### config.mk
export PLATFORM = sky130hd
export DESIGN_NAME = cpu_pipelined
export DESIGN_NICKNAME = d
export VERILOG_FILES = /design/src/verilog/rv_pkg.sv /design/src/verilog/cpu_pipelined.sv /design/src/verilog/decoder.sv /design/src/verilog/execute_stage.sv /design/src/verilog/memory_stage.sv /design/src/verilog/register_file.sv
export VERILOG_INCLUDE_DIRS = /design/src /design/src/verilog
export SDC_FILE = /design/constraint.sdc
export NUM_CORES = 2
export LEC_CHECK = 0
export BUFFER_PORTS_ARGS = -buffer_cell sky130_fd_sc_hd__buf_2
export CAP_MARGIN = 40
export CORE_MARGIN = 10
export CORE_UTILIZATION = 35
export CTS_CLUSTER_SIZE = 20
export DETAILED_ROUTE_END_ITERATION = 8
export MAX_ROUTING_LAYER = met4
export PLACE_DENSITY_LB_ADDON = 0.1
export SLEW_MARGIN = 20
export SYNTH_ARGS = -nofsm -noshare
export SYNTH_HDL_FRONTEND = slang
export SYNTH_SLANG_ARGS = --single-unit
### constraint.sdc
create_clock -name clk -period 16.06 [get_ports clk]
set_clock_uncertainty 0.05 [all_clocks]
set_input_delay 2.409 -clock clk [delete_from_list [all_inputs] [get_ports clk]]
set_output_delay 2.409 -clock clk [all_outputs]
set_load 0.01 [all_outputs]
### src/verilog/rv_config.svh
`ifndef RV_CONFIG_SVH
`define RV_CONFIG_SVH

`define XLEN      32
`define REG_COUNT 32
`define RESET_PC  32'h0000_0000    // First fetch address

// Opcodes of the supported instruction classes
`define OPCODE_LOAD   7'b0000011
`define OPCODE_STORE  7'b0100011
`define OPCODE_ARITH  7'b0010011
`define OPCODE_R_TYPE 7'b0110011

`define ALU_ADD 3'd0
`define ALU_SUB 3'd1
`define ALU_AND 3'd2
`define ALU_OR  3'd3
`define ALU_SLT 3'd4

`endif

### src/verilog/rv_pkg.sv
`include "rv_config.svh"

package rv_pkg;

    typedef logic [`XLEN-1:0]               word_t;
    typedef logic [$clog2(`REG_COUNT)-1:0]  reg_addr_t;
    typedef logic [2:0]                     alu_op_t;

    typedef struct packed {
        logic    alu_src;       // Immediate as operand b
        logic    mem_to_reg;
        logic    reg_write;
        logic    mem_read;
        logic    mem_write;
        alu_op_t alu_op;
    } ctrl_t;

    typedef struct packed {
        logic      valid;
        logic      reg_write;
        logic      mem_read;
        logic      mem_write;
        logic      mem_to_reg;
        reg_addr_t rd;
        word_t     alu_result;  // Result or memory address
        word_t     store_data;
    } ex_mem_t;

    // Valid here means a register write
    typedef struct packed {
        logic      valid;
        reg_addr_t rd;
        word_t     data;
    } wb_t;

    typedef struct packed {
        logic  cyc;
        logic  stb;
        logic  we;
        word_t adr;
        word_t dat;
    } wb_req_t;

    typedef struct packed {
        logic  ack;
        word_t dat;
    } wb_rsp_t;

    typedef enum logic {
        BUS_IDLE,
        BUS_WAIT
    } bus_state_t;

endpackage
### src/verilog/cpu_pipelined.sv
`include "rv_config.svh"

module cpu_pipelined (
    input  logic            clk,
    input  logic            reset,
    output rv_pkg::word_t   instr_addr,
    input  rv_pkg::word_t   instr_data,
    output rv_pkg::wb_req_t wb_req,
    input  rv_pkg::wb_rsp_t wb_rsp
);
    rv_pkg::word_t     pc;
    rv_pkg::word_t     if_id_instr;
    logic              if_id_valid;

    rv_pkg::ctrl_t     dec_ctrl;
    rv_pkg::reg_addr_t rs1;
    rv_pkg::reg_addr_t rs2;
    rv_pkg::reg_addr_t rd;
    rv_pkg::word_t     imm;
    rv_pkg::word_t     rs1_data;
    rv_pkg::word_t     rs2_data;

    rv_pkg::ex_mem_t   ex_mem;
    rv_pkg::wb_t       wb_result;
    logic              stall;
    logic              busy;
    logic              hold;

    assign hold       = stall || busy;    // Front end frozen
    assign instr_addr = pc;

    always_ff @(posedge clk) begin
        if (reset) begin
            pc <= `RESET_PC;
        end else if (!hold) begin
            pc <= pc + rv_pkg::word_t'(4);
        end
    end

    // IF/ID register
    always_ff @(posedge clk) begin
        if (reset) begin
            if_id_valid <= 1'b0;
        end else if (!hold) begin
            if_id_instr <= instr_data;
            if_id_valid <= 1'b1;
        end
    end

    decoder u_decoder (
        .instr (if_id_instr),
        .valid (if_id_valid),
        .ctrl  (dec_ctrl),
        .rs1   (rs1),
        .rs2   (rs2),
        .rd    (rd),
        .imm   (imm)
    );

    register_file u_register_file (
        .clk      (clk),
        .rs1      (rs1),
        .rs2      (rs2),
        .rs1_data (rs1_data),
        .rs2_data (rs2_data),
        .wb       (wb_result)
    );

    execute_stage u_execute_stage (
        .clk      (clk),
        .reset    (reset),
        .busy     (busy),
        .id_valid (if_id_valid),
        .ctrl     (dec_ctrl),
        .rs1      (rs1),
        .rs2      (rs2),
        .rd       (rd),
        .imm      (imm),
        .rs1_data (rs1_data),
        .rs2_data (rs2_data),
        .wb       (wb_result),
        .stall    (stall),
        .ex_mem   (ex_mem)
    );

    memory_stage u_memory_stage (
        .clk    (clk),
        .reset  (reset),
        .ex_mem (ex_mem),
        .wb_req (wb_req),
        .wb_rsp (wb_rsp),
        .busy   (busy),
        .wb     (wb_result)
    );

endmodule

### src/verilog/decoder.sv
`include "rv_config.svh"

module decoder (
    input  rv_pkg::word_t     instr,
    input  logic              valid,
    output rv_pkg::ctrl_t     ctrl,
    output rv_pkg::reg_addr_t rs1,
    output rv_pkg::reg_addr_t rs2,
    output rv_pkg::reg_addr_t rd,
    output rv_pkg::word_t     imm
);
    logic [6:0]      opcode;
    logic [2:0]      funct3;
    logic            is_r_type;
    logic            arith_known;   // Supported funct3/funct7 combination
    rv_pkg::alu_op_t arith_op;

    assign opcode    = instr[6:0];
    assign funct3    = instr[14:12];
    assign rd        = instr[11:7];
    assign rs1       = instr[19:15];
    assign rs2       = instr[24:20];
    assign is_r_type = (opcode == `OPCODE_R_TYPE);

    // ALU operation, shared by register and immediate forms
    always_comb begin
        arith_known = 1'b1;
        case (funct3)
            3'b000:  arith_op = (is_r_type && instr[30]) ? `ALU_SUB : `ALU_ADD;
            3'b111:  arith_op = `ALU_AND;
            3'b110:  arith_op = `ALU_OR;
            3'b010:  arith_op = `ALU_SLT;
            default: begin
                arith_op    = `ALU_ADD;
                arith_known = 1'b0;
            end
        endcase
        if (is_r_type && (instr[31] || instr[29:25] != 5'b0 || (instr[30] && funct3 != 3'b000))) begin
            arith_known = 1'b0;    // Other funct7 values
        end
    end

    always_comb begin
        case (opcode)
            `OPCODE_LOAD, `OPCODE_ARITH: imm = {{(`XLEN-12){instr[31]}}, instr[31:20]};
            `OPCODE_STORE:               imm = {{(`XLEN-12){instr[31]}}, instr[31:25], instr[11:7]};
            default:                     imm = '0;
        endcase
    end

    always_comb begin
        ctrl = '0;
        if (valid) begin
            case (opcode)
                `OPCODE_LOAD: begin
                    ctrl.alu_src    = 1'b1;
                    ctrl.mem_to_reg = 1'b1;
                    ctrl.reg_write  = 1'b1;
                    ctrl.mem_read   = 1'b1;
                    ctrl.alu_op     = `ALU_ADD;    // Base plus offset
                end
                `OPCODE_STORE: begin
                    ctrl.alu_src   = 1'b1;
                    ctrl.mem_write = 1'b1;
                    ctrl.alu_op    = `ALU_ADD;
                end
                `OPCODE_ARITH: begin
                    ctrl.alu_src   = 1'b1;
                    ctrl.reg_write = arith_known;
                    ctrl.alu_op    = arith_op;
                end
                `OPCODE_R_TYPE: begin
                    ctrl.reg_write = arith_known;
                    ctrl.alu_op    = arith_op;
                end
                default: begin
                    // Unknown opcode acts as a no-op
                end
            endcase
        end
    end

endmodule

### src/verilog/execute_stage.sv
`include "rv_config.svh"

module execute_stage (
    input  logic              clk,
    input  logic              reset,
    input  logic              busy,
    input  logic              id_valid,
    input  rv_pkg::ctrl_t     ctrl,
    input  rv_pkg::reg_addr_t rs1,
    input  rv_pkg::reg_addr_t rs2,
    input  rv_pkg::reg_addr_t rd,
    input  rv_pkg::word_t     imm,
    input  rv_pkg::word_t     rs1_data,
    input  rv_pkg::word_t     rs2_data,
    input  rv_pkg::wb_t       wb,
    output logic              stall,
    output rv_pkg::ex_mem_t   ex_mem
);
    // ID/EX register
    logic              id_ex_valid;
    rv_pkg::ctrl_t     id_ex_ctrl;
    rv_pkg::reg_addr_t id_ex_rs1;
    rv_pkg::reg_addr_t id_ex_rs2;
    rv_pkg::reg_addr_t id_ex_rd;
    rv_pkg::word_t     id_ex_imm;
    rv_pkg::word_t     id_ex_rs1_data;
    rv_pkg::word_t     id_ex_rs2_data;

    rv_pkg::word_t     op_a;
    rv_pkg::word_t     op_b;
    rv_pkg::word_t     store_data;
    rv_pkg::word_t     alu_result;

    // Load in ID/EX feeding the instruction in decode
    assign stall = id_valid && id_ex_valid && id_ex_ctrl.mem_read && id_ex_rd != '0 &&
                   (id_ex_rd == rs1 || id_ex_rd == rs2);

    always_ff @(posedge clk) begin
        if (reset) begin
            id_ex_valid <= 1'b0;
            id_ex_ctrl  <= '0;
        end else if (!busy) begin
            id_ex_valid    <= id_valid && !stall;
            id_ex_ctrl     <= stall ? '0 : ctrl;    // Bubble
            id_ex_rs1      <= rs1;
            id_ex_rs2      <= rs2;
            id_ex_rd       <= rd;
            id_ex_imm      <= imm;
            id_ex_rs1_data <= rs1_data;
            id_ex_rs2_data <= rs2_data;
        end
    end

    // Newest producer wins
    function automatic rv_pkg::word_t forward(input rv_pkg::reg_addr_t rs,
                                              input rv_pkg::word_t rf_data);
        if (ex_mem.valid && ex_mem.reg_write && ex_mem.rd != '0 && ex_mem.rd == rs) begin
            return ex_mem.alu_result;
        end else if (wb.valid && wb.rd != '0 && wb.rd == rs) begin
            return wb.data;
        end
        return rf_data;
    endfunction

    always_comb begin
        op_a       = forward(id_ex_rs1, id_ex_rs1_data);
        store_data = forward(id_ex_rs2, id_ex_rs2_data);
        op_b       = id_ex_ctrl.alu_src ? id_ex_imm : store_data;
        case (id_ex_ctrl.alu_op)
            `ALU_ADD: alu_result = op_a + op_b;
            `ALU_SUB: alu_result = op_a - op_b;
            `ALU_AND: alu_result = op_a & op_b;
            `ALU_OR:  alu_result = op_a | op_b;
            `ALU_SLT: alu_result = {{(`XLEN-1){1'b0}}, $signed(op_a) < $signed(op_b)};
            default:  alu_result = '0;
        endcase
    end

    // EX/MEM register
    always_ff @(posedge clk) begin
        if (reset) begin
            ex_mem.valid     <= 1'b0;
            ex_mem.reg_write <= 1'b0;
            ex_mem.mem_read  <= 1'b0;
            ex_mem.mem_write <= 1'b0;
        end else if (!busy) begin
            ex_mem.valid      <= id_ex_valid;
            ex_mem.reg_write  <= id_ex_ctrl.reg_write;
            ex_mem.mem_read   <= id_ex_ctrl.mem_read;
            ex_mem.mem_write  <= id_ex_ctrl.mem_write;
            ex_mem.mem_to_reg <= id_ex_ctrl.mem_to_reg;
            ex_mem.rd         <= id_ex_rd;
            ex_mem.alu_result <= alu_result;
            ex_mem.store_data <= store_data;
        end
    end

endmodule

### src/verilog/memory_stage.sv
module memory_stage (
    input  logic            clk,
    input  logic            reset,
    input  rv_pkg::ex_mem_t ex_mem,
    output rv_pkg::wb_req_t wb_req,
    input  rv_pkg::wb_rsp_t wb_rsp,
    output logic            busy,
    output rv_pkg::wb_t     wb
);
    rv_pkg::bus_state_t state;
    logic               mem_op;
    logic               done;    // Ack for the open cycle

    assign mem_op = ex_mem.valid && (ex_mem.mem_read || ex_mem.mem_write);

    // Request fields come straight from EX/MEM, which holds until ack
    always_comb begin
        wb_req.cyc = mem_op && (state == rv_pkg::BUS_IDLE);
        wb_req.stb = wb_req.cyc;
        wb_req.we  = ex_mem.mem_write;
        wb_req.adr = ex_mem.alu_result;
        wb_req.dat = ex_mem.store_data;
    end

    assign done = wb_req.cyc && wb_rsp.ack;
    assign busy = mem_op && !done;

    // BUS_WAIT keeps cyc low for one cycle after each ack
    always_ff @(posedge clk) begin
        if (reset) begin
            state <= rv_pkg::BUS_IDLE;
        end else begin
            case (state)
                rv_pkg::BUS_IDLE: begin
                    if (done) begin
                        state <= rv_pkg::BUS_WAIT;
                    end
                end
                rv_pkg::BUS_WAIT: state <= rv_pkg::BUS_IDLE;
                default:          state <= rv_pkg::BUS_IDLE;
            endcase
        end
    end

    // MEM/WB register, load data sampled on the ack edge
    always_ff @(posedge clk) begin
        if (reset) begin
            wb.valid <= 1'b0;
        end else if (!busy) begin
            wb.valid <= ex_mem.valid && ex_mem.reg_write;
            wb.rd    <= ex_mem.rd;
            wb.data  <= ex_mem.mem_to_reg ? wb_rsp.dat : ex_mem.alu_result;
        end
    end

endmodule

### src/verilog/register_file.sv
`include "rv_config.svh"

module register_file (
    input  logic              clk,
    input  rv_pkg::reg_addr_t rs1,
    input  rv_pkg::reg_addr_t rs2,
    output rv_pkg::word_t     rs1_data,
    output rv_pkg::word_t     rs2_data,
    input  rv_pkg::wb_t       wb
);
    rv_pkg::word_t regs [`REG_COUNT];

    // Write-through gives the value being written this cycle
    function automatic rv_pkg::word_t read_port(input rv_pkg::reg_addr_t addr);
        if (addr == '0) begin
            return '0;
        end else if (wb.valid && wb.rd == addr) begin
            return wb.data;
        end
        return regs[addr];
    endfunction

    always_comb begin
        rs1_data = read_port(rs1);
        rs2_data = read_port(rs2);
    end

    always_ff @(posedge clk) begin
        if (wb.valid && wb.rd != '0) begin    // x0 stays zero
            regs[wb.rd] <= wb.data;
        end
    end

endmodule

==> reports/results.txt <==
Largest net degree at the start of global routing: 109
Pre-Repair DR Iteration Count: 7
CTS max path bufs: 3
# IOs: 166
Initial detailed-routing violation count: 3230
GRT Overall Usage: 0.205
Syn_area_per_cell: 17.3 um2
Hpwl dp: 126000 um
Final Util: 0.402
Critical path arrival: 6.49 ns
Clk_lat worst skew: 0.80 ns
DIE WIDTH: 450 um
Status: finished, final reports clean
Yosys reg bits: 1309
Vias/cell: 5.68
Area Overhead vs Synth: 14.0%
Final ANT Viol Nets: 0
Worst reg-to-reg path cell count: 19
Fin Setup TNS: 0 ns
Req. time, crit path: 16.69 ns
Main flop type after synthesis: edfxtp_1
Share of cells above drive strength 1: 0.316
Register area share after synthesis: 0.598
Least-Margin Pin Slew: 0.945 ns
Vias post-DR: 36900
Hold depth: 1
Hold Buf Count CTS: 0
First-pass GRT wire length: 293000 um
Die Y-Extent: 450 um
CTS Sinks: 1309
Crit path kind: reg2reg
Yosys warnings: 0
DRC: 0
Slew Limit Fails: 0
Worst relative slew slack: 0.352
Drt wl/cell: 31.5 um
Post-CTS Setup Bufs: 0
Final setup viols: 0
Asr flop ratio synth: 0
Resize count post-CTS: 0
Largest fanout on the critical path: 32
Initial Utilization: 0.353
RSZ-0062 raised after global routing: no
Vias in the first global route: 37800
Pwr Density: 118 mW/mm2
H-tree levels: 4
Cts bufs inserted: 149
CTS tree: built
Number of synthesized flops with an enable pin: 1254
CP startpoint kind: flop
Total Wirelength: 205000 um
Core box area: 0.184 mm2
Leak pwr: 24.1 nW
Crit end category: flop
Clk root buf: clkbuf_16
Die footprint: 0.203 mm2
Total gr overflow: 0
Mapped Area: 0.0648 mm2
Post-synthesis cell count: 3756
Port Buffers: 163
Final hold vios: 0
Worst VDD drop: 120 uV
Yosys cell types: 85
Max_cap viols: 0
FP Rows: 157
Period minus WS final: 5.86 ns
Maximum clock rate: 0.171 GHz
Fin crit share: 0.365
Worst min-delay path class: reg2reg
RD Place Congestion: 0.889
CTS clk-pin slew, worst paths: 0.07 ns
Initial antenna violation count: 7
Final net count: 4106
-- synth_stat cells, types with 68 or more instances --
| cell | count | area share |
|---|---|---|
| a211oi_1 | 82 | 0.0095 |
| a21oi_1 | 88 | 0.0068 |
| buf_2 | 68 | 0.0053 |
| buf_4 | 72 | 0.0083 |
| clkbuf_1 | 148 | 0.0086 |
| edfxtp_1 | 1254 | 0.58 |
| ha_1 | 109 | 0.021 |
| inv_1 | 104 | 0.0060 |
| mux2i_1 | 142 | 0.022 |
| mux4_2 | 641 | 0.22 |
| nand2_1 | 134 | 0.0078 |
| nor2_1 | 230 | 0.013 |
| o21ai_0 | 103 | 0.0080 |
-- worst max-delay path, cell delays in order (launching register included) --
cell	delay (ns)
edfxtp_1	0.57
or3_1	0.60
o31ai_2	0.46
nor4_4	0.09
buf_4	0.36
mux2i_1	0.20
o21ai_0	0.22
mux2_2	0.23
ha_1	0.20
inv_1	0.08
fa_1	0.45
nor2b_1	0.12
o21ai_1	0.09
a21oi_1	0.22
nor2_1	0.16
o31ai_1	0.61
o2111ai_1	0.21
o21ba_1	0.23
or4_1	0.47
nand3_1	0.09
-- sequential cells by signal, summed over array words and instances, names as in the netlist, 7 cells and up, named ones only --
name	flops
u_memory_stage.wb	38
u_execute_stage.id_ex_imm	12
u_execute_stage.ex_mem	74
instr_addr	30
u_execute_stage.id_ex_rs1_data	32
u_execute_stage.id_ex_ctrl	7
u_execute_stage.id_ex_rs2_data	32
if_id_instr	32
u_register_file.regs	1024
-- report_power, final --
group / internal (mW) / switching (mW)
Combinational: 0.548 / 0.803
Clock: 1.87 / 1.42
Sequential: 3.95 / 0.114
Total: 6.37 / 2.33
-- cell type report --
class / instances / area, um2
timing repair buffer: 309 / 2480
multi-input combinational: 2055 / 24500
sequential: 1309 / 38800
clock buffer: 186 / 3960
clock inverter: 75 / 624
inverter: 104 / 390
tap: 2464 / 3080
antenna: 4 / 10.0
fill: 16500 / 110000
-- per-layer routing --
layer  vias to the layer above  wire [um]  track usage  part of all wire
met1                     19900      92000        0.282              0.45
met5                         -          0            -                 0
met4                         0       5110       0.0524             0.025
met2                      1174      97400        0.321              0.47
met3                       260      10700       0.0296             0.052
li1                      15600          -            -                 -
-- logic make-up after synthesis --
| kind of cell | Yosys count | synth area share |
|---|---|---|
| other cells | 1 | 0.0000579 |
| xor+xnor | 88 | 0.0119 |
| mux | 835 | 0.254 |
| fa+ha+maj | 111 | 0.0217 |
| compound gates | 441 | 0.0449 |
| buf+inv | 425 | 0.0301 |
| flops | 1309 | 0.598 |
| simple gates | 546 | 0.0395 |
-- path summary, 6_finish.rpt --
check,slack [ns],startpoint,to
setup / recovery,10.20,u_memory_stage.wb[35],u_execute_stage.ex_mem[60]
hold / removal,0.40,u_memory_stage.state,u_memory_stage.state
setup reg to reg,10.20,u_memory_stage.wb[35],u_execute_stage.ex_mem[60]
hold reg to reg,0.40,u_memory_stage.state,u_memory_stage.state
-- cells in the final DEF, fill, tap and decap left out, types with 87 or more instances in the layout --
| cell type | netlist | final |
|---|---|---|
| a21oi_1 | 88 | 87 |
| buf_2 | 68 | 163 |
| buf_4 | 72 | 105 |
| clkbuf_16 | 0 | 153 |
| edfxtp_1 | 1254 | 1254 |
| ha_1 | 109 | 109 |
| inv_1 | 104 | 104 |
| mux2i_1 | 142 | 142 |
| mux4_2 | 641 | 641 |
| nand2_1 | 134 | 134 |
| nor2_1 | 230 | 196 |
| o21ai_0 | 103 | 103 |
-- stage by stage --
stage	area [um2]	setup WS (ns)	cells	hold slack [ns]	power, mW
finish	73900	10.20	6506	0.398	8.71
global route	73900	9.86	6504	0.419	9.05
CTS	73800	10.16	6498	0.399	8.81
detailed placement	69200	10.18	6237	0.390	5.50
global placement	68500	10.18	6204	0.383	5.49
floorplan	64900	4.19	3789	0.372	5.02
No activity file was read; power rests on OpenSTA's default activity.
